[src/verilog/red_track_consts.svh]
`ifndef RED_TRACK_CONSTS_SVH
`define RED_TRACK_CONSTS_SVH

// image geometry, qqvga/2
`define IMG_COLS 80
`define IMG_ROWS 60
`define IMG_PXLS 4800   // cols * rows

// frame buffer address and word width
`define NB_ADDR 13      // 4800 -> 2^13
`define NB_PXL 12       // rgb444

// inner window used for the histogram, 64 x 48
`define WIN_COL_LO 8
`define WIN_COL_HI 71
`define WIN_ROW_LO 6
`define WIN_ROW_HI 53

// a red pixel needs green and blue strictly below these
`define THR_GREEN 9
`define THR_BLUE 9

`endif

[src/verilog/red_track_pkg.sv]
`default_nettype none

// shared types for the red object tracker
package red_track_pkg;

  // color filter select, one bit per color: r g b
  typedef enum logic [2:0] {
    filt_none = 3'b000, // pass everything
    filt_b    = 3'b001,
    filt_g    = 3'b010,
    filt_gb   = 3'b011,
    filt_r    = 3'b100, // red rule, not just the msb
    filt_rb   = 3'b101,
    filt_rg   = 3'b110,
    filt_rgb  = 3'b111
  } filter_mode_e;

  // apb register map, decoded from paddr[3:0]
  typedef enum logic [3:0] {
    reg_ctrl      = 4'h0, // rw, filter mode in bits 2:0
    reg_peak_col  = 4'h4, // ro, raw column of the peak
    reg_peak_cnt  = 4'h8, // ro, red pixels in that column
    reg_frame_cnt = 4'hC  // ro, finished frames
  } apb_reg_e;

endpackage : red_track_pkg

`default_nettype wire

[src/verilog/color_proc.sv]
`timescale 1ns/100ps
`default_nettype none

`include "red_track_consts.svh"

// scans the source frame in raster order, writes a filtered copy
// and finds the window column with the most red pixels
module color_proc (
  input  wire                             clk,
  input  wire                             rst,
  input  wire red_track_pkg::filter_mode_e filter_mode,
  output logic [`NB_ADDR-1:0]             src_addr,
  input  wire  [`NB_PXL-1:0]              src_pxl,
  output logic                            proc_we,
  output logic [`NB_ADDR-1:0]             proc_addr,
  output logic [`NB_PXL-1:0]              proc_pxl,
  output logic                            frame_done,
  output logic [6:0]                      peak_col,
  output logic [5:0]                      peak_cnt
);

  import red_track_pkg::*;

  logic [`NB_ADDR-1:0] cnt_pxl;  // address being issued
  logic [6:0]          src_col;  // column of cnt_pxl
  logic [5:0]          src_row;  // row of cnt_pxl
  logic [6:0]          px_col;   // column of the pixel coming back
  logic [5:0]          px_row;   // row of the pixel coming back
  logic                end_frm;
  logic                end_ln;
  filter_mode_e        mode_q;   // mode for the current frame

  logic                red_ok;
  logic                grn_ok;
  logic                blu_ok;
  logic                pass;

  logic [5:0]          hist [64]; // red count per window column
  logic                in_win;
  logic [5:0]          bin;
  logic [5:0]          hist_inc;

  assign end_frm = (cnt_pxl == `NB_ADDR'(`IMG_PXLS - 1));
  assign end_ln  = (src_col == 7'(`IMG_COLS - 1));

  // pixel counter, one address per cycle, wraps at 4799
  always_ff @(posedge clk or posedge rst) begin
    if (rst) begin
      cnt_pxl   <= '0;
      proc_addr <= '0;
      proc_we   <= 1'b0;
    end else begin
      proc_we   <= 1'b1;      // first write is stale, rewritten next frame
      proc_addr <= cnt_pxl;   // ram read latency
      if (end_frm) cnt_pxl <= '0;
      else         cnt_pxl <= cnt_pxl + 1'b1;
    end
  end

  assign src_addr = cnt_pxl;

  // column and row of the issued address
  always_ff @(posedge clk or posedge rst) begin
    if (rst) begin
      src_col <= '0;
      src_row <= '0;
    end else begin
      if (end_ln) src_col <= '0;
      else        src_col <= src_col + 1'b1;
      if (end_frm)     src_row <= '0;
      else if (end_ln) src_row <= src_row + 1'b1;
    end
  end

  // same position, one cycle later, lined up with src_pxl
  always_ff @(posedge clk or posedge rst) begin
    if (rst) begin
      px_col <= '0;
      px_row <= '0;
    end else begin
      px_col <= src_col;
      px_row <= src_row;
    end
  end

  // take the new filter mode only at the start of a frame
  always_ff @(posedge clk or posedge rst) begin
    if (rst) begin
      mode_q <= filt_none;
    end else if (cnt_pxl == '0) begin
      mode_q <= filter_mode;
    end
  end

  // per color tests on the returning pixel
  assign red_ok = src_pxl[11] && (src_pxl[7:4] < 4'(`THR_GREEN))
                  && (src_pxl[3:0] < 4'(`THR_BLUE));
  assign grn_ok = src_pxl[7];
  assign blu_ok = src_pxl[3];

  // every selected color has to pass, otherwise black
  always_comb begin
    pass = 1'b0;
    unique case (mode_q)
      filt_none: pass = 1'b1;
      filt_b:    pass = blu_ok;
      filt_g:    pass = grn_ok;
      filt_gb:   pass = grn_ok & blu_ok;
      filt_r:    pass = red_ok;
      filt_rb:   pass = red_ok & blu_ok;
      filt_rg:   pass = red_ok & grn_ok;
      filt_rgb:  pass = red_ok & grn_ok & blu_ok;
    endcase
    proc_pxl = pass ? src_pxl : '0;
  end

  // last pixel of the frame is on the write port now
  assign frame_done = (proc_addr == `NB_ADDR'(`IMG_PXLS - 1));

  // inner window, cols 8..71 and rows 6..53
  assign in_win = (px_col >= 7'(`WIN_COL_LO)) && (px_col <= 7'(`WIN_COL_HI))
               && (px_row >= 6'(`WIN_ROW_LO)) && (px_row <= 6'(`WIN_ROW_HI));
  assign bin      = 6'(px_col - 7'(`WIN_COL_LO)); // col 8 -> bin 0
  assign hist_inc = hist[bin] + 6'd1;             // max 48, no wrap

  // histogram and running peak, both cleared at frame end
  always_ff @(posedge clk or posedge rst) begin
    if (rst) begin
      for (int i = 0; i < 64; i++) begin
        hist[i] <= '0;
      end
      peak_col <= '0;
      peak_cnt <= '0;
    end else if (frame_done) begin
      for (int i = 0; i < 64; i++) begin
        hist[i] <= '0;
      end
      peak_col <= '0; // 0 means no red pixel seen
      peak_cnt <= '0;
    end else if (in_win && red_ok) begin
      hist[bin] <= hist_inc;
      // strictly greater, so the earliest column keeps a tie
      if (hist_inc > peak_cnt) begin
        peak_cnt <= hist_inc;
        peak_col <= px_col;   // raw column, not the bin
      end
    end
  end

endmodule : color_proc

`default_nettype wire

[config.mk]
export PLATFORM = sky130hd
export DESIGN_NAME = color_proc
export DESIGN_NICKNAME = d
export VERILOG_FILES = /design/src/verilog/red_track_pkg.sv /design/src/verilog/color_proc.sv
export VERILOG_INCLUDE_DIRS = /design/src /design/src/verilog
export SDC_FILE = /design/constraint.sdc
export NUM_CORES = 1
export LEC_CHECK = 0
export BUFFER_PORTS_ARGS = -buffer_cell sky130_fd_sc_hd__buf_2
export CORE_UTILIZATION = 60
export DETAILED_ROUTE_END_ITERATION = 7
export PLACE_DENSITY = 0.74
export SLEW_MARGIN = 10
export SYNTH_ARGS = -nofsm -noshare
export SYNTH_HDL_FRONTEND = slang
export SYNTH_SLANG_ARGS = --single-unit
[constraint.sdc]
create_clock -name clk -period 32.5 [get_ports clk]
set_input_delay 3.25 -clock clk [delete_from_list [all_inputs] [get_ports clk]]
set_output_delay 3.25 -clock clk [all_outputs]
set_load 0.02 [all_outputs]
Word level (Yosys, flattened, before mapping)
Index checks and enable logic that the tools add are counted. W data, S select, Z words.

Bits of input ports: 17. Output and inout port bits: 53. Word-level logic and storage cells: 136. Register bits after elaboration: 453.

Equality and inequality tests: 10. Add/sub/neg operators: 5. Mux-type cells: 20. Bitwise gates (word level): 5. Reductions and logical operators: 13. $lt $le $gt $ge: 9.

Operator list (count): $mux W384 (2); $bwmux W384 (1); $mux W6 (8); $bmux W6 S6 (1); $demux W6 S6 (1); $mux W7 (4); $eq A13 B13 Y1 const B (2); $add A13 B1 Y13 const B (1); $logic_not A13 Y1 (1); $mux W13 (1); $add A6 B1 Y6 const B (2); $eq A3 B3 Y1 const B (4); $mux W12 (1); $lt A4 B4 Y1 const B (2); $pmux W1 S8 (1); $add A7 B1 Y7 const B (1); $eq A7 B7 Y1 const B (1); $ge A7 B4 Y1 const B (1); $ge A7 B7 Y1 const B (1); $le A7 B7 Y1 const B (1); $logic_and A1 B1 Y1 (7); $lt A7 B1 Y1 const B (1); $not A6 Y7 (1); $eq A3 B2 Y1 const B (2); 9 further kinds (14).

Depth between registers and ports, before layout
Depth after elaboration: 10. Mapped depth: 25. Depth with buffers taken out: 17.

Worst setup path before layout
No wires, ideal clock.

Path type: input port to output port. Start: input port src_pxl[6]. End: output port proc_pxl[0]. Data arrival time: 4338 ps. Cell stages on the path: 5. Path buffers: 1. Data required time: 29250 ps. Setup slack: 24912 ps. Cells stage by stage: nor3_1 -> o221ai_1 -> a222oi_1 -> clkbuf_1 -> and2_1.

Word-level cells in the longest chain between the ends: 7. Elaborated cells between the ends (all ways): 8. Those cells by class: 1 x order compare; 2 x mux; 3 x bitwise; 2 x reduce/logical.

Ends and longest elaborated chain: from (decl) (RTL line color_proc.sv:13) `` input wire [`NB_PXL-1:0] src_pxl, ``; $lt A4 B4 Y1 (*) (RTL line color_proc.sv:96) `` assign red_ok = src_pxl[11] && (src_pxl[7:4] < 4'(`THR_GREEN)) ``; $logic_and A1 B1 Y1 (*) (2 in a row) (RTL line color_proc.sv:96); $and A1 B1 Y1 (RTL line color_proc.sv:111, color_proc.sv:112); $and A1 B1 Y1 (RTL line color_proc.sv:112) `filt_rgb: pass = red_ok & grn_ok & blu_ok;`; $pmux W1 S8 (*) (RTL line color_proc.sv:104) `unique case (mode_q)`; $mux W12 (*) (RTL line color_proc.sv:114) `proc_pxl = pass ? src_pxl : '0;`; to (decl) (RTL line color_proc.sv:16) `` output logic [`NB_PXL-1:0] proc_pxl, ``.

Mark *: on every way between the ends. The rest lies on a longest branch, timed or not.

Final worst setup path
Ends and elaborated chain as after synthesis.

==> run_summary.xml <==
<?xml version="1.0" encoding="UTF-8"?>
<metrics>
  <group name="timing">
    <metric name="timing_worst_slew_pin_value" unit="ns">1.20</metric>
    <metric name="fin_setup_tns" unit="ns">0</metric>
    <metric name="timing.slew.headroom" unit="%">20.1</metric>
    <metric name="report.final.hold_viol_count" unit="">0</metric>
    <metric name="fin_worst_skew" unit="ns">0.0206</metric>
    <metric name="layout_setup_ws" unit="ns">24.20</metric>
    <metric name="setup_viol" unit="">0</metric>
    <metric name="max_freq" unit="MHz">121</metric>
    <metric name="grt_setup_unrepaired" unit="">false</metric>
    <metric name="tcrit_tclk_final" unit="%">25.5</metric>
    <metric name="period_needed" unit="ns">8.30</metric>
    <metric name="drv_slew" unit="">0</metric>
  </group>
  <group name="cells_and_area">
    <metric name="fin_nets" unit="">2246</metric>
    <metric name="multi_input_area" unit="sq um">11500</metric>
    <metric name="layout-drive-gt1-share" unit="%">18.7</metric>
    <metric name="n_fill_cell" unit="">2978</metric>
    <metric name="area.sequential" unit="sq um">11300</metric>
    <metric name="area_growth_synth_to_finish" unit="%">7.95</metric>
  </group>
  <group name="critical_path">
    <metric name="worst_ep_arrival_time" unit="ns">5.05</metric>
    <metric name="cp-end-kind" unit="">primary output</metric>
    <metric name="timing.critical_path.required" unit="ns">29.25</metric>
    <metric name="kind_of_start_point_of_the_critical_path" unit="">primary input</metric>
    <metric name="cp_most_frequent_cell" unit="">sky130_fd_sc_hd__buf_2</metric>
    <metric name="critical_path.max_stage_delay" unit="ns">0.79</metric>
    <metric name="critical-path-slowest-cell" unit="">sky130_fd_sc_hd__a222oi_1</metric>
    <metric name="worstPathCellList" unit="">buf_2 -&gt; nor3_1 -&gt; o221ai_1 -&gt; a222oi_1 -&gt; and2_1 -&gt; buf_2</metric>
    <metric name="worst_r2r_path_depth" unit="">18</metric>
    <metric name="crit_type" unit="">primary input to primary output</metric>
    <metric name="critical_path.max_fanout" unit="">11</metric>
  </group>
  <group name="pwr">
    <metric name="max-vdd-ir-drop" unit="mV">0.0416</metric>
    <metric name="power.share.clock" unit="%">47.1</metric>
    <metric name="comb_power_share" unit="%">3.1</metric>
    <metric name="power.density_cell_area" unit="nW/um^2">44.8</metric>
    <metric name="p_leak" unit="nW">11.0</metric>
    <metric name="power.share.sequential" unit="%">49.8</metric>
    <metric name="p_int" unit="uW">894</metric>
    <metric name="power.switching" unit="uW">260</metric>
    <metric name="netSwitchingFraction" unit="%">22.6</metric>
  </group>
  <group name="hold_path">
    <metric name="hold_depth" unit="">0</metric>
    <metric name="hold_path_class" unit="">register to register</metric>
  </group>
  <group name="synthesis">
    <metric name="synthDistinctLibCells" unit="">84</metric>
    <metric name="netlist.area_leader.share" unit="%">47.4</metric>
    <metric name="synth.top_cells.by_count" unit="">sky130_fd_sc_hd__dfrtp_1 (452), sky130_fd_sc_hd__nor2_1 (247), sky130_fd_sc_hd__nand2_1 (190), sky130_fd_sc_hd__mux2i_1 (188), sky130_fd_sc_hd__nand3_1 (113)</metric>
    <metric name="synth_top_cell_by_area" unit="">sky130_fd_sc_hd__dfrtp_1</metric>
    <metric name="syn-instance-count" unit="">2264</metric>
    <metric name="synth-seq-cells" unit="">452</metric>
    <metric name="synth_flop_cell" unit="">sky130_fd_sc_hd__dfrtp_1</metric>
    <metric name="postSynthNetCount" unit="">2293</metric>
    <metric name="post_synth_instance_area" unit="sq um">23900</metric>
    <metric name="leading_post_synthesis_cells_by_cell_area" unit="">sky130_fd_sc_hd__dfrtp_1 (47%), sky130_fd_sc_hd__mux2i_1 (7.9%), sky130_fd_sc_hd__mux4_2 (4.2%)</metric>
    <metric name="post-synth-top-count-cell" unit="">sky130_fd_sc_hd__dfrtp_1</metric>
    <metric name="async_reset_ff_share" unit="%">100</metric>
    <metric name="synth_edf_count" unit="">0</metric>
    <metric name="post_synth.cell_area_avg" unit="sq um">10.5</metric>
    <metric name="yosys_warnings" unit="">0</metric>
    <metric name="yosysSeqAreaShare" unit="%">47.4</metric>
  </group>
  <group name="grt">
    <metric name="pin_count_of_the_biggest_net_entering_global_routing" unit="">168</metric>
    <metric name="first_global_vias" unit="">18876</metric>
    <metric name="grt_antenna_before_repair" unit="">1</metric>
    <metric name="grt_overflow" unit="">0</metric>
    <metric name="grt_pass1_wl" unit="mm">112</metric>
    <metric name="grt.total_usage" unit="%">35.7</metric>
  </group>
  <group name="floorplanning">
    <metric name="dieHeight" unit="microns">202</metric>
    <metric name="fp.coreArea" unit="sq um">38900</metric>
    <metric name="io_pins" unit="">70</metric>
    <metric name="fp.dieArea" unit="sq um">40600</metric>
    <metric name="fp.dieW" unit="microns">202</metric>
    <metric name="rows" unit="">72</metric>
    <metric name="start_util" unit="%">61.4</metric>
  </group>
  <group name="drt">
    <metric name="dr_total_vias" unit="">19124</metric>
    <metric name="detailed_route_iter0_violations" unit="">2411</metric>
    <metric name="drc" unit="">0</metric>
    <metric name="route.detailed.wl_per_inst" unit="microns">25.7</metric>
    <metric name="detail_route.first_pass.iterations" unit="">5</metric>
    <metric name="wl" unit="mm">71.2</metric>
    <metric name="final_antenna_net_count" unit="">0</metric>
    <metric name="route.detailed.vias_per_inst" unit="">6.89</metric>
  </group>
  <group name="cts">
    <metric name="cts.root.buffer_cell" unit="">sky130_fd_sc_hd__clkbuf_16</metric>
    <metric name="cts.path.max_buffers" unit="">3</metric>
    <metric name="htree_num_levels" unit="">2</metric>
    <metric name="clk_pin_slew_worst_setup_hold_paths" unit="ns">0.06</metric>
    <metric name="tritoncts" unit="">yes</metric>
    <metric name="cts-hold-fix-buffers" unit="">0</metric>
    <metric name="post_cts.repair.setup_buffers" unit="">0</metric>
    <metric name="number_of_cells_upsized_or_downsized_after_cts" unit="">0</metric>
    <metric name="cts_num_sinks" unit="">452</metric>
    <metric name="worstSkewPairLatency" unit="ns">0.60</metric>
    <metric name="cts-buffers-inserted" unit="">49</metric>
  </group>
  <group name="place">
    <metric name="hpwl_detailed" unit="mm">42.0</metric>
    <metric name="place.gp.congestion" unit="">0.940</metric>
    <metric name="dp_slack" unit="ns">24.22</metric>
    <metric name="port-buffer-count" unit="">69</metric>
  </group>
  <group name="run">
    <metric name="max_cap_viol_count" unit="">0</metric>
  </group>
  <group name="run_status">
    <metric name="run_status" unit="">complete, no violations</metric>
  </group>
</metrics>
path summary, 6_finish.rpt:
path	from	endpoint	slack [ns]
max	src_pxl[6]	proc_pxl[0]	24.20
min	src_row[5]	px_row[5]	0.40
max reg2reg	px_col[1]	peak_cnt[4]	25.63
min reg2reg	src_row[5]	px_row[5]	0.40
max in group asynchronous	rst	hist[229]	27.27
min in group asynchronous	rst	hist[294]	2.77
sequential cells by signal (all words and copies together), names as in the netlist:
signal,count
peak_col,7
src_row,6
src_col,7
src_addr,13
proc_addr,13
px_col,7
mode_q,3
peak_cnt,6
hist,384
proc_we,1
px_row,5
cells by family after synthesis:
kind of cell | count (synthesis) | share of synthesized area (%)
xor+xnor | 23 | 0.875
fa+ha+maj | 12 | 0.629
flops | 452 | 47.4
mux | 276 | 14.2
buf+inv | 232 | 4.89
compound gates | 432 | 13.1
other cells | 1 | 0.0157
simple gates | 836 | 19.0
layout make-up:
type / instances / share of cell area [%]
antenna: 1 / 0.00971
multi-input combinational: 1580 / 44.6
clock inverter: 10 / 0.209
clock buffer: 79 / 5.78
timing repair buffer: 110 / 2.58
inverter: 24 / 0.408
tap: 518 / 2.51
sequential: 452 / 43.9
worst max-delay path: cells and delay by family:
family	cells	cell delay, ns
buf+inv	2	0.28
simple gates	2	0.45
compound gates	2	1.06
power groups by stage:
stage,clock network [mW],registers [mW],logic [mW]
finish,0.544,0.574,0.0358
global route,0.570,0.575,0.0399
CTS,0.547,0.574,0.0361
detailed placement,0,0.584,0.0358
global placement,0,0.584,0.0348
floorplan,0,0.584,0.0257
routing by layer:
metal | global-route usage [%] | routed length [microns] | share of wire (%)
met4 | 19.3 | 3800 | 5.3
met3 | 7.73 | 7340 | 10
met2 | 53.1 | 31900 | 45
met1 | 49.2 | 28100 | 39
met5 | 0.357 | 0 | 0
per-stage QoR:
stage                     cells  hold slack, ns  instance area, sq um  total power [mW]  utilization (%)
after global placement     2684           0.376                 24200             0.619             62.3
final                      2774           0.404                 25800              1.15             66.2
after global routing       2773           0.416                 25800              1.18             66.2
after floorplan            2264           0.362                 23900             0.609                -
after CTS                  2773           0.402                 25800              1.16             66.2
after detailed placement   2684           0.388                 24200             0.620             62.3
cells in the final DEF (no fill, tap or decap), types with 12 or more instances in the layout:
cell,n
sky130_fd_sc_hd__a211oi_1,53
sky130_fd_sc_hd__a21oi_1,103
sky130_fd_sc_hd__a21oi_2,20
sky130_fd_sc_hd__a221oi_1,16
sky130_fd_sc_hd__a22oi_1,20
sky130_fd_sc_hd__a311oi_1,14
sky130_fd_sc_hd__and2_1,13
sky130_fd_sc_hd__buf_2,69
sky130_fd_sc_hd__buf_4,40
sky130_fd_sc_hd__clkbuf_1,17
sky130_fd_sc_hd__clkbuf_16,51
sky130_fd_sc_hd__dfrtp_1,449
sky130_fd_sc_hd__inv_1,20
sky130_fd_sc_hd__mux2_2,39
sky130_fd_sc_hd__mux2i_1,188
sky130_fd_sc_hd__mux4_2,45
sky130_fd_sc_hd__nand2_1,189
sky130_fd_sc_hd__nand3_1,112
sky130_fd_sc_hd__nand4_1,94
sky130_fd_sc_hd__nor2_1,247
sky130_fd_sc_hd__nor2b_1,12
sky130_fd_sc_hd__nor3_1,26
sky130_fd_sc_hd__nor3_2,50
sky130_fd_sc_hd__nor3_4,31
sky130_fd_sc_hd__o21ai_0,71
sky130_fd_sc_hd__o221ai_1,35
sky130_fd_sc_hd__o221ai_2,20
sky130_fd_sc_hd__o22ai_1,15
(Power assumes the default switching activity.)
