`src/verilog/red_track_consts.svh`:
```
`ifndef RED_TRACK_CONSTS_SVH
`define RED_TRACK_CONSTS_SVH

// image geometry, qqvga/2
`define IMG_COLS 80
`define IMG_ROWS 60
`define IMG_PXLS 4800   // cols * rows

// frame buffer address and word width
`define NB_ADDR 13      // 4800 -> 2^13
`define NB_PXL 12       // rgb444

// inner window used for the histogram, 64 x 48
`define WIN_COL_LO 8
`define WIN_COL_HI 71
`define WIN_ROW_LO 6
`define WIN_ROW_HI 53

// a red pixel needs green and blue strictly below these
`define THR_GREEN 9
`define THR_BLUE 9

`endif

```
`src/verilog/red_track_pkg.sv`:
```
`default_nettype none

// shared types for the red object tracker
package red_track_pkg;

  // color filter select, one bit per color: r g b
  typedef enum logic [2:0] {
    filt_none = 3'b000, // pass everything
    filt_b    = 3'b001,
    filt_g    = 3'b010,
    filt_gb   = 3'b011,
    filt_r    = 3'b100, // red rule, not just the msb
    filt_rb   = 3'b101,
    filt_rg   = 3'b110,
    filt_rgb  = 3'b111
  } filter_mode_e;

  // apb register map, decoded from paddr[3:0]
  typedef enum logic [3:0] {
    reg_ctrl      = 4'h0, // rw, filter mode in bits 2:0
    reg_peak_col  = 4'h4, // ro, raw column of the peak
    reg_peak_cnt  = 4'h8, // ro, red pixels in that column
    reg_frame_cnt = 4'hC  // ro, finished frames
  } apb_reg_e;

endpackage : red_track_pkg

`default_nettype wire

```
`src/verilog/apb_regs.sv`:
```
`timescale 1ns/100ps
`default_nettype none

// apb slave: filter control, latched peak status, frame counter
// zero wait states
module apb_regs (
  input  wire                          clk,
  input  wire                          rst,
  input  wire                          psel,
  input  wire                          penable,
  input  wire                          pwrite,
  input  wire  [31:0]                  paddr,
  input  wire  [31:0]                  pwdata,
  output logic [31:0]                  prdata,
  output logic                         pready,
  output logic                         pslverr,
  output red_track_pkg::filter_mode_e  filter_mode,
  input  wire                          frame_done,
  input  wire  [6:0]                   peak_col,
  input  wire  [5:0]                   peak_cnt
);

  import red_track_pkg::*;

  apb_reg_e    reg_sel;
  logic        acc;         // access phase
  logic        reg_err;     // unmapped or write to read only
  logic [31:0] rd_data;
  logic [6:0]  peak_col_q;
  logic [5:0]  peak_cnt_q;
  logic [15:0] frame_cnt;

  assign reg_sel = apb_reg_e'(paddr[3:0]);
  assign acc     = psel & penable;

  // address decode and read mux
  always_comb begin
    reg_err = 1'b0;
    rd_data = '0;
    if (paddr[31:4] != '0) begin
      reg_err = 1'b1;              // beyond the register block
    end else begin
      case (reg_sel)
        reg_ctrl:      rd_data = {29'd0, filter_mode};
        reg_peak_col: begin
          rd_data = {25'd0, peak_col_q};
          reg_err = pwrite;
        end
        reg_peak_cnt: begin
          rd_data = {26'd0, peak_cnt_q};
          reg_err = pwrite;
        end
        reg_frame_cnt: begin
          rd_data = {16'd0, frame_cnt};
          reg_err = pwrite;
        end
        default:       reg_err = 1'b1; // holes in the map
      endcase
    end
  end

  assign prdata  = (psel & ~pwrite) ? rd_data : '0;
  assign pready  = 1'b1;            // never stalls
  assign pslverr = acc & reg_err;

  // control register
  always_ff @(posedge clk or posedge rst) begin
    if (rst) begin
      filter_mode <= filt_none;
    end else if (acc && pwrite && !reg_err && (reg_sel == reg_ctrl)) begin
      filter_mode <= filter_mode_e'(pwdata[2:0]);
    end
  end

  // status, captured once per frame
  always_ff @(posedge clk or posedge rst) begin
    if (rst) begin
      peak_col_q <= '0;
      peak_cnt_q <= '0;
      frame_cnt  <= '0;
    end else if (frame_done) begin
      peak_col_q <= peak_col;
      peak_cnt_q <= peak_cnt;
      frame_cnt  <= frame_cnt + 16'd1; // wraps at 64k frames
    end
  end

endmodule : apb_regs

`default_nettype wire

```
`config.mk`:
```
export PLATFORM = sky130hd
export DESIGN_NAME = apb_regs
export DESIGN_NICKNAME = d
export VERILOG_FILES = /design/src/verilog/red_track_consts.svh /design/src/verilog/red_track_pkg.sv /design/src/verilog/apb_regs.sv
export SDC_FILE = /design/constraint.sdc
export NUM_CORES = 1
export LEC_CHECK = 0
export ABC_AREA = 0
export BUFFER_PORTS_ARGS = -buffer_cell sky130_fd_sc_hd__buf_2
export CORE_MARGIN = 2
export CORE_UTILIZATION = 45
export CTS_BUF_LIST = sky130_fd_sc_hd__clkbuf_4 sky130_fd_sc_hd__clkbuf_8 sky130_fd_sc_hd__clkbuf_16
export CTS_CLUSTER_DIAMETER = 120
export DETAILED_ROUTE_END_ITERATION = 10
export HOLD_SLACK_MARGIN = 0.1
export PLACE_DENSITY = 0.86
export SLEW_MARGIN = 10
export SYNTH_ARGS = -nofsm -noshare
export SYNTH_HDL_FRONTEND = slang
export SYNTH_SLANG_ARGS = --single-unit
```
`constraint.sdc`:
```
create_clock -name clk -period 5.1 [get_ports clk]
set_clock_uncertainty 0.05 [all_clocks]
set_input_delay 1.02 -clock clk [delete_from_list [all_inputs] [get_ports clk]]
set_output_delay 1.02 -clock clk [all_outputs]
set_load 0.005 [all_outputs]
```
## Word level (Yosys, flattened, before mapping)

Cells that the tools add are included.

| word-level totals | value |
|---|---|
| flip-flop bits (word level) | 32 |
| latch bits | 0 |
| bits in writable memories | 0 |
| bits in read-only memories | 0 |
| input bits | 83 |
| output and inout bits | 37 |
| memories kept | 0 |

| operators by class | value |
|---|---|
| add/subtract/negate cells | 1 |
| multiply operators | 0 |
| div/mod/pow operators | 0 |
| magnitude comparators | 0 |
| equal/unequal tests | 3 |
| shift-type cells | 0 |
| muxes and demuxes | 5 |
| bitwise logic cells | 4 |
| reductions and logical operators | 7 |

Operator list:

| kind | count |
|---|---|
| case mux 16 bit (4 select lines) | 1 |
| two-way mux 32 bit | 1 |
| nonzero test 28 bit | 1 |
| adder 16 x 1 -> 16 bit, second input constant | 1 |
| two-way mux 16 bit | 1 |
| == test 4 bit, second input constant | 2 |
| == test 4 x 3 -> 1 bit, second input constant | 1 |
| logical NOT 4 bit | 1 |
| bitwise AND 1 bit | 3 |
| logical AND 1 bit | 3 |
| OR reduction 3 bit | 1 |
| case mux 1 bit (2 select lines) | 1 |
| logical NOT 1 bit | 1 |
| two-way mux 1 bit | 1 |
| inverter 1 bit | 1 |

## Logic depth before layout (Yosys ltp)

Gate-level depths: netlist (run 1).

| depth | value |
|---|---|
| word-level depth | 7 |
| gate-level depth with buffers | 5 |
| gate-level depth less buffers | 5 |

## Least setup slack after synthesis (run 1)

No wires, ideal clock.

| path | value |
|---|---|
| kind | input to output |
| start | input port paddr[14] |
| end | output port prdata[0] |
| arrival time | 2.183 ns |
| setup slack | 1.847 ns |
| stages on the path | 4 |
| cells stage by stage | nor4_1 -> nand4_1 -> or3b_1 -> nor2b_1 |

| between the ends | value |
|---|---|
| longest elaborated chain between the ends | 3 |

Ends and longest elaborated chain:

| item | line | text |
|---|---|---|
| start, declared | apb_regs.sv:12 | `input wire [31:0] paddr,` |
| nonzero test 28 bit | apb_regs.sv:40 | `if (paddr[31:4] != '0) begin` |
| two-way mux 16 bit | apb_regs.sv:40 |  |
| two-way mux 32 bit | apb_regs.sv:62 | `assign prdata = (psel & ~pwrite) ? rd_data : '0;` |
| end, declared | apb_regs.sv:14 | `output logic [31:0] prdata,` |

No other way between the ends.

## Worst setup path after layout (run 1)

Same ends and word-level chain as after synthesis.

==> results of run 1 <==
-- metal layers --
layer  global-route usage [%]  up-vias  share of wire [%]
met1                    20.79      671                 38
li1                         -      681                  -
met2                    34.00       64                 52
met4                    8.673        0                1.8
met5                        0        -                  0
met3                    4.899        4                8.2
-- placed cells by master, fill, tap and decap left out, drive strengths merged --
master	n
ha	1
inv	1
bufinv	1
nor2	9
a22oi	3
clkinv	1
mux4	3
nand2	7
or3b	1
nor4b	1
nor3	3
dfrtp	32
a21oi	1
clkbuf	6
xor2	6
buf	74
mux2i	1
o21ai	1
nor2b	4
conb	17
nand4	6
nor4	9
mux2	20
and3	2
and2	9
nand3	8
xnor2	9
-- power by group through the flow --
stage / combinational, mW / clock, mW / sequential, mW
finish: 0.117 / 0.239 / 0.333
global route: 0.134 / 0.261 / 0.339
floorplan: 0.0937 / 0 / 0.326
detailed placement: 0.119 / 0 / 0.337
CTS: 0.119 / 0.243 / 0.332
global placement: 0.112 / 0 / 0.334
-- per-stage QoR --
stage               util (%)  hold slack [ns]  setup slack [ns]  std cells
floorplan                  -           0.3876             1.847        175
global placement       57.07           0.4049             1.446        276
CTS                    60.07           0.4222             1.449        284
global route           60.07           0.4355             1.314        284
finish                 60.07           0.4154             1.456        284
detailed placement     57.07           0.4127             1.451        276
-- sequential cells by signal, indices dropped and copies added, names as in the netlist --
signal	count
filter_mode	3
peak_cnt_q	6
frame_cnt	16
peak_col_q	7
-- worst max-delay path, stage by stage --
cell and delay [ns]:
buf_2 0.10, nor4_1 0.27, nand4_1 0.31, or3b_1 0.59, nor2b_1 0.16, buf_2 0.12
-- path summary, 6_finish.rpt --
check | from | end
setup reg to reg | frame_cnt[0] | frame_cnt[12]
min in group asynchronous | rst | frame_cnt[2]
hold / removal | frame_cnt[15] | frame_cnt[15]
max in group asynchronous | rst | frame_cnt[0]
hold reg to reg | frame_cnt[15] | frame_cnt[15]
setup / recovery | paddr[14] | prdata[0]
-- cell families after synthesis --
logic type,after synthesis,share of synthesized area (%)
xor+xnor,15,7.400
other cells,2,0.4230
mux,24,17.05
flops,32,45.10
simple gates,59,19.17
compound gates,5,1.832
fa+ha+maj,1,0.7046
buf+inv,22,8.315
-- cell type report --
| class | instances | area [µm²] | area share [%] |
|---|---|---|---|
| clock buffer | 6 | 76.32 | 3.419 |
| clock inverter | 2 | 35.03 | 1.570 |
| inverter | 1 | 3.754 | 0.1682 |
| multi-input combinational | 121 | 883.3 | 39.57 |
| sequential | 32 | 800.8 | 35.87 |
| tap | 48 | 60.06 | 2.691 |
| timing repair buffer | 74 | 372.9 | 16.70 |
==> results.yml, run 1 <==
run_status:
  outcome: "finished clean"
critical_path:
  cp.arrival_ns: 2.57
  path_class: "in2out"
  cp_max_fo: 6
  worst-r2r-cell-count: 5
  cp_data_required_time_ns: 4.03
  critPathLaunchType: "input pin"
  worst_setup_path_end_kind: "primary output"
  rrSetupSlack_ns: 3.53
placement:
  gp_congestion: 0.7997
  place_area_um2: 2121
  post-dp-hpwl_mm: 2.942
  port_buffers: 73
global_routing:
  grt_max_degree: 33
  grt_usage_pct: 18.95
  overflow: 0
  antenna_found_initial: 0
  first_global_vias: 1445
  grt_pass1_wl_mm: 6.147
yosys:
  synthTopCellsByCount: "32 x dfrtp_1, 17 x buf_4, 17 x mux2_2"
  ys_types: 30
  yosysWarningCount: 0
  synth-edff-count: 0
  ys.flop_type: "dfrtp_1"
  synth_area_leaders: "dfrtp_1 45%, mux2_2 11%, buf_4 7.2%"
  yosys.area.top_type: "dfrtp_1"
  syn_avg_cell_area_um2: 11.10
  ys_ff_latch: 32
  async_flop_share_pct: 100.0
  synth_cells: 160
  ys_seq_area_share_pct: 45.10
  synth_most_common_cell: "dfrtp_1"
  synth_top_area_share_pct: 45.10
  synth_area_um2: 1775
timing:
  hold_violations: 0
  setup_viol: 0
  grt_setup_unrepaired: "false"
  drv_slew: 0
  timing.final.crit_share_pct: 71.46
  fmax_mhz: 274.4
  min_period_ns: 3.644
  fin_tns_setup_ns: 0
power:
  peakVddDrop_uv: 267.1
  p_sw_mw: 0.1788
  clockPowerShare_pct: 34.6
  comb_power_share_pct: 17.0
  p_seq_share_pct: 48.3
  power_density_nw_per_um2: 308.7
  power_mw: 0.6891
  power.internal_mw: 0.5103
  power.leakage_nw: 1.132
  swShare_pct: 25.95
floorplanning:
  die_w_um: 66.81
  start_util_pct: 47.78
  rows: 22
  dieArea_um2: 4464
  io_pins: 120
  core_um2: 3716
  fp.dieH_um: 66.81
finish:
  diodes: 0
  nets: 319
  layout-drive-gt1-share_pct: 44.07
  fin_area_um2: 2232
  areaGrowthSynthToFinish_pct: 25.72
  n_fill_cell: 315
drt:
  first_pass_iters: 6
  wl_per_cell_um: 13.26
  viasPerCell: 5.000
  vias: 1420
  ant_nets: 0
  wl_mm: 3.766
  drtIter0Drc: 25
  drcViolationCount: 0
hold_path:
  hold_path_depth: 1
  hold_path_class: "reg2reg"
clock_tree:
  cts_hold_buf: 0
  clkTransAtPathRegs_ns: 0.06
  clk_path_buf_depth: 2
  clock_latency_ns: 0.28
  htreeDepth: 2
  cts-root-buf: "clkbuf_8"
  clock_sink_count: 32
  ctsResizeCount: 0
  cts_setup_buffers: 0
  tritoncts: "yes"
  cts_buffers: 5
job:
  drv_cap: 0
(Power assumes the default switching activity.)
==> run 2, diff against run 1 <==
- ABC_AREA: 0 -> 1
- CORE_UTILIZATION: 45 -> 43
- PLACE_DENSITY: 0.86 -> 0.8
- clock period: 5.1 -> 3.6 ns (I/O delays scaled with it)
==> run 2 against run 1 <==
  * Routed wire length up 14%
  * Flip-flop and latch count unchanged
  * Worst setup slack lost 0.59 ns
  * First-iteration DRC count grew 140%
  * Clock power is 43% higher
  * Sequential share of layout area decreased by 2.7 points
  * Count of clock-buffer cells in the layout did not move
  * Die area is 14% higher
  * Final area up 8.3%
  * Synthesized cell count increased by 66%
  * Synthesized area is 9.9% higher
  * Register-to-register slack worse by 1.4 ns
  * Largest cell class unchanged
  * Highest routed layer unchanged
==> results.yml, run 2 <==
clock_tree:
  cts_setup_buffers: 0
  cts-root-buf: "clkbuf_8"
  ctsResizeCount: 0
  clkTransAtPathRegs_ns: 0.06
  tritoncts: "yes"
  clock_latency_ns: 0.28
  clock_sink_count: 32
  cts_buffers: 5
  cts_hold_buf: 0
  clk_path_buf_depth: 2
  htreeDepth: 2
yosys:
  synth_top_area_share_pct: 41.05
  synth_area_leaders: "dfrtp_1 41%, nand2_1 10%, nor2_1 9.2%"
  synth_area_um2: 1951
  yosysWarningCount: 0
  synth-edff-count: 0
  ys_types: 25
  ys_ff_latch: 32
  async_flop_share_pct: 100.0
  synthTopCellsByCount: "54 x nand2_1, 48 x nor2_1, 40 x inv_1"
  synth_most_common_cell: "nand2_1"
  ys_seq_area_share_pct: 41.05
  yosys.area.top_type: "dfrtp_1"
  ys.flop_type: "dfrtp_1"
  synth_cells: 265
  syn_avg_cell_area_um2: 7.361
hold_path:
  hold_path_depth: 1
  hold_path_class: "reg2reg"
placement:
  post-dp-hpwl_mm: 3.321
  port_buffers: 73
  gp_congestion: 0.8570
  place_area_um2: 2306
  dp_cells: 386
timing:
  setup_viol: 0
  grt_setup_unrepaired: "false"
  min_period_ns: 2.733
  fin_tns_setup_ns: 0
  timing.final.crit_share_pct: 75.92
  holdWs_ns: 0.4179
  fmax_mhz: 365.9
  hold_violations: 0
  drv_slew: 0
drt:
  viasPerCell: 4.688
  wl_per_cell_um: 10.87
  vias: 1847
  ant_nets: 0
  wl_mm: 4.281
  drcViolationCount: 0
  first_pass_iters: 4
  drtIter0Drc: 61
critical_path:
  worst-r2r-cell-count: 8
  critPathLaunchType: "input pin"
  cp.arrival_ns: 1.96
  cp_data_required_time_ns: 2.83
  cp_max_fo: 7
  worst_setup_path_end_kind: "primary output"
  path_class: "in2out"
floorplanning:
  start_util_pct: 44.80
  core_um2: 4354
  io_pins: 120
  rows: 24
  die_w_um: 71.35
  dieArea_um2: 5091
  fp.dieH_um: 71.35
global_routing:
  overflow: 0
  grt_pass1_wl_mm: 7.438
  first_global_vias: 1753
  grt_max_degree: 33
  grt_usage_pct: 18.47
  antenna_found_initial: 0
finish:
  fin_area_um2: 2417
  layout-drive-gt1-share_pct: 27.19
  nets: 425
  final_common_cell: "buf_2"
  largest_reg_flops: 16
  largestRegisters: "frame_cnt x16, peak_col_q x7, peak_cnt_q x6"
  regMostFlops: "frame_cnt"
  areaGrowthSynthToFinish_pct: 23.93
  final_cell_mix: "73 x buf_2, 54 x nand2_1, 48 x nor2_1"
  diodes: 0
  n_fill_cell: 422
  final_cells: 394
  utilization_pct: 55.52
job:
  drv_cap: 0
power:
  power_density_nw_per_um2: 405.8
  peakVddDrop_uv: 257.2
  power.leakage_nw: 1.339
run_status:
  outcome: "finished clean"
[run 2: cell types whose count changed in the layout (fill, tap and decap cells not counted), sizes merged, moves of 3 or more]
| cell | change |
|---|---|
| o22ai | +10 |
| inv | +39 |
| mux2 | -20 |
| a22oi | -3 |
| and2 | -8 |
| nor2 | +45 |
| xnor2 | -7 |
| xor2 | +5 |
| nor4 | -9 |
| nand2 | +49 |
| nor2b | -4 |
| mux4 | -3 |
| o21ai | +14 |
[run 2: path summary, 6_finish.rpt]
path	start	slack [ns]	end
setup reg to reg	frame_cnt[0]	2.11	frame_cnt[14]
hold reg to reg	frame_cnt[15]	0.42	frame_cnt[15]
max in group asynchronous	rst	2.74	peak_col_q[3]
min in group asynchronous	rst	0.46	filter_mode[2]
setup / recovery	paddr[27]	0.87	prdata[6]
hold / removal	frame_cnt[15]	0.42	frame_cnt[15]
[run 2: power breakdown]
part	total [mW]	switching [mW]	internal, mW	leakage (nW)
registers	0.460	0.0476	0.412	0.410
clock network	0.342	0.129	0.213	0.0586
logic	0.179	0.106	0.0728	0.871
[run 2: logic make-up after synthesis]
group                      synth area share (%)
xor gates and xnor gates                  5.837
DFF                                       41.05
buffers and inverters                     15.01
AOI/OAI and AO/OA                         7.889
adders and majority gates                0.6413
and+or+nand+nor                           29.19
other                                    0.3850
[run 2: area by class of cell]
class	instances	area [µm²]	share of cell area, %
clock inverter	2	35.03	1.449
inverter	41	153.9	6.366
tap	52	65.06	2.692
clock buffer	6	76.32	3.157
multi-input combinational	187	913.4	37.78
timing repair buffer	74	372.9	15.42
sequential	32	800.8	33.13
[run 2: critical path, cell delays in order]
cell and delay, ns:
buf_2 0.09, nor2_1 0.09, nand2_1 0.06, nor2_1 0.10
nand2_1 0.09, nor2_4 0.20, nand3_1 0.27, nor2_1 0.19
buf_2 0.14
[run 2: routing by layer]
| layer | GRT usage [%] | share of wire (%) |
|---|---|---|
| met4 | 7.757 | 1.9 |
| met2 | 32.41 | 51 |
| met3 | 4.079 | 7.1 |
| met5 | 0 | 0 |
| met1 | 21.76 | 40 |
[run 2: stage by stage]
| step | total power, mW | setup WS (ns) |
|---|---|---|
| final | 0.9808 | 0.8670 |
| after global routing | 1.045 | 0.6790 |
| after CTS | 0.9907 | 0.8523 |
| after detailed placement | 0.6411 | 0.8481 |
| after global placement | 0.6288 | 0.8425 |
| after floorplan | 0.5853 | 1.309 |
==> run 3, diff against run 2 <==
- ABC_AREA: 1 -> 0
- CORE_UTILIZATION: 43 -> 38
- PLACE_DENSITY: 0.8 -> 0.77
- clock period: 3.6 -> 2.39 ns (I/O delays scaled with it)
==> run 3 against run 2 <==
  * Cell count fell by 25%
  * Critical path depth fell by 1
  * Final area fell by 2.0%
  * Sequential share of layout area rose by 0.66 points
  * Hold slack got worse by 0.20 ns
  * Flip-flop and latch count did not move
  * Critical path type unchanged
==> results.yml, run 3 (synthesis results as in run 1) <==
clock_tree:
  cts-root-buf: "clkbuf_8"
  clk_path_buf_depth: 2
  htreeDepth: 2
  clkTransAtPathRegs_ns: 0.06
  clock_latency_ns: 0.28
  tritoncts: "yes"
  cts_setup_buffers: 0
  cts_buffers: 5
  clock_sink_count: 32
  cts_hold_buf: 0
drt:
  drtIter0Drc: 25
  ant_nets: 0
  viasPerCell: 4.878
  vias: 1444
  wl_mm: 3.884
  drcViolationCount: 0
  first_pass_iters: 4
  wl_per_cell_um: 13.12
timing:
  min_period_ns: 2.304
  hold_violations: 0
  fmax_mhz: 434.1
  grt_setup_unrepaired: "false"
  setup_viol: 0
  drv_slew: 0
  worst_slack_ns: 0.08650
  fin_tns_setup_ns: 0
  timing.final.crit_share_pct: 96.38
floorplanning:
  fp.dieH_um: 72.36
  die_w_um: 72.36
  core_um2: 4414
  io_pins: 120
  rows: 24
  dieArea_um2: 5235
  start_util_pct: 40.22
power:
  peakVddDrop_uv: 537.0
  power_mw: 1.521
  power_density_nw_per_um2: 641.8
  power.leakage_nw: 1.187
placement:
  pre_cts_slack_ns: -0.08833
  post-dp-hpwl_mm: 2.964
  gp_congestion: 0.7500
  port_buffers: 73
  dp_cells: 288
  place_area_um2: 2186
finish:
  final_common_cell: "buf_2"
  n_fill_cell: 405
  regMostFlops: "frame_cnt"
  layout-drive-gt1-share_pct: 48.77
  fin_area_um2: 2370
  final_cells: 296
  largestRegisters: "frame_cnt x16, peak_col_q x7, peak_cnt_q x6"
  areaGrowthSynthToFinish_pct: 33.47
  nets: 327
  largest_reg_flops: 16
  diodes: 0
  final_cell_mix: "73 x buf_2, 32 x dfrtp_1, 17 x mux2_2, 17 x conb_1"
critical_path:
  cp_max_fo: 9
  cp_data_required_time_ns: 1.86
  cp.arrival_ns: 1.78
  critPathLaunchType: "input pin"
  worst_setup_path_end_kind: "primary output"
  path_class: "in2out"
  rrSetupSlack_ns: 0.85
global_routing:
  antenna_found_initial: 0
  grt_pass1_wl_mm: 6.037
  grt_usage_pct: 15.08
  grt_max_degree: 33
  overflow: 0
  first_global_vias: 1343
run_status:
  outcome: "finished clean"
job:
  drv_cap: 0
hold_path:
  hold_path_class: "in2async"
==> run 3: cell count changes in the layout (fill, tap and decap cells not counted), sizes merged, moves of 8 or more <==
| cell | delta |
|---|---|
| and2 | +8 |
| buf | +8 |
| inv | -39 |
| mux2 | +20 |
| nand2 | -49 |
| nor2 | -45 |
| nor4 | +9 |
| o21ai | -14 |
| o22ai | -10 |
==> run 3: repair_timing <==
action,CTS,global route
endpoints found under the hold margin,0,0
endpoints found under the setup margin,15,16
gates resized for setup,3,6
pin swaps,0,1
==> run 3: stage by stage <==
stage | util, % | hold WS (ns)
6_report | 53.68 | 0.2187
3_3_place_gp | 49.52 | 0.4052
3_5_place_dp | 49.52 | 0.4137
2_1_floorplan | - | 0.3876
4_1_cts | 52.72 | 0.2287
5_1_grt | 53.68 | 0.2557
==> run 3: worst paths after layout <==
| path | to | from | cells after the start |
|---|---|---|---|
| max reg2reg | frame_cnt[12] | frame_cnt[0] | 5 |
| min reg2reg | frame_cnt[15] | frame_cnt[15] | 1 |
| min | peak_cnt_q[4] | rst | 3 |
| max | prdata[7] | paddr[13] | 8 |
| max in group asynchronous | peak_cnt_q[0] | rst | 3 |
| min in group clk | filter_mode[0] | pwdata[0] | 2 |
==> run 3: worst max-delay path, cell delays in order <==
cell and delay, ns:
buf_2 0.10, nor4_2 0.26, nand4_1 0.16, buf_4 0.19, nor3_2 0.17, buf_4 0.17
and2_1 0.13, buf_2 0.11
==> run 3: metal layers <==
| layer | routed length (µm) | global-route usage [%] | vias to the layer above |
|---|---|---|---|
| li1 | - | - | 695 |
| met1 | 1610 | 17.62 | 676 |
| met2 | 1876 | 26.10 | 65 |
| met3 | 340 | 4.722 | 8 |
| met4 | 57 | 5.241 | 0 |
| met5 | 0 | 0 | - |
==> run 3: layout make-up <==
cell class / instances / area, µm² / share of cell area [%]
multi-input cells: 121 / 940.9 / 39.70
well taps: 52 / 65.06 / 2.746
clock buffers: 7 / 96.34 / 4.065
flip-flops and latches: 32 / 800.8 / 33.79
inverters: 1 / 3.754 / 0.1584
repair buffers: 82 / 432.9 / 18.27
clock inverters: 1 / 30.03 / 1.267
==> run 3: power breakdown <==
part / switching (mW) / internal (mW) / total [mW]
clock network: 0.185 / 0.367 / 0.552
logic: 0.107 / 0.151 / 0.258
registers: 0.0882 / 0.622 / 0.710
total: 0.380 / 1.14 / 1.52
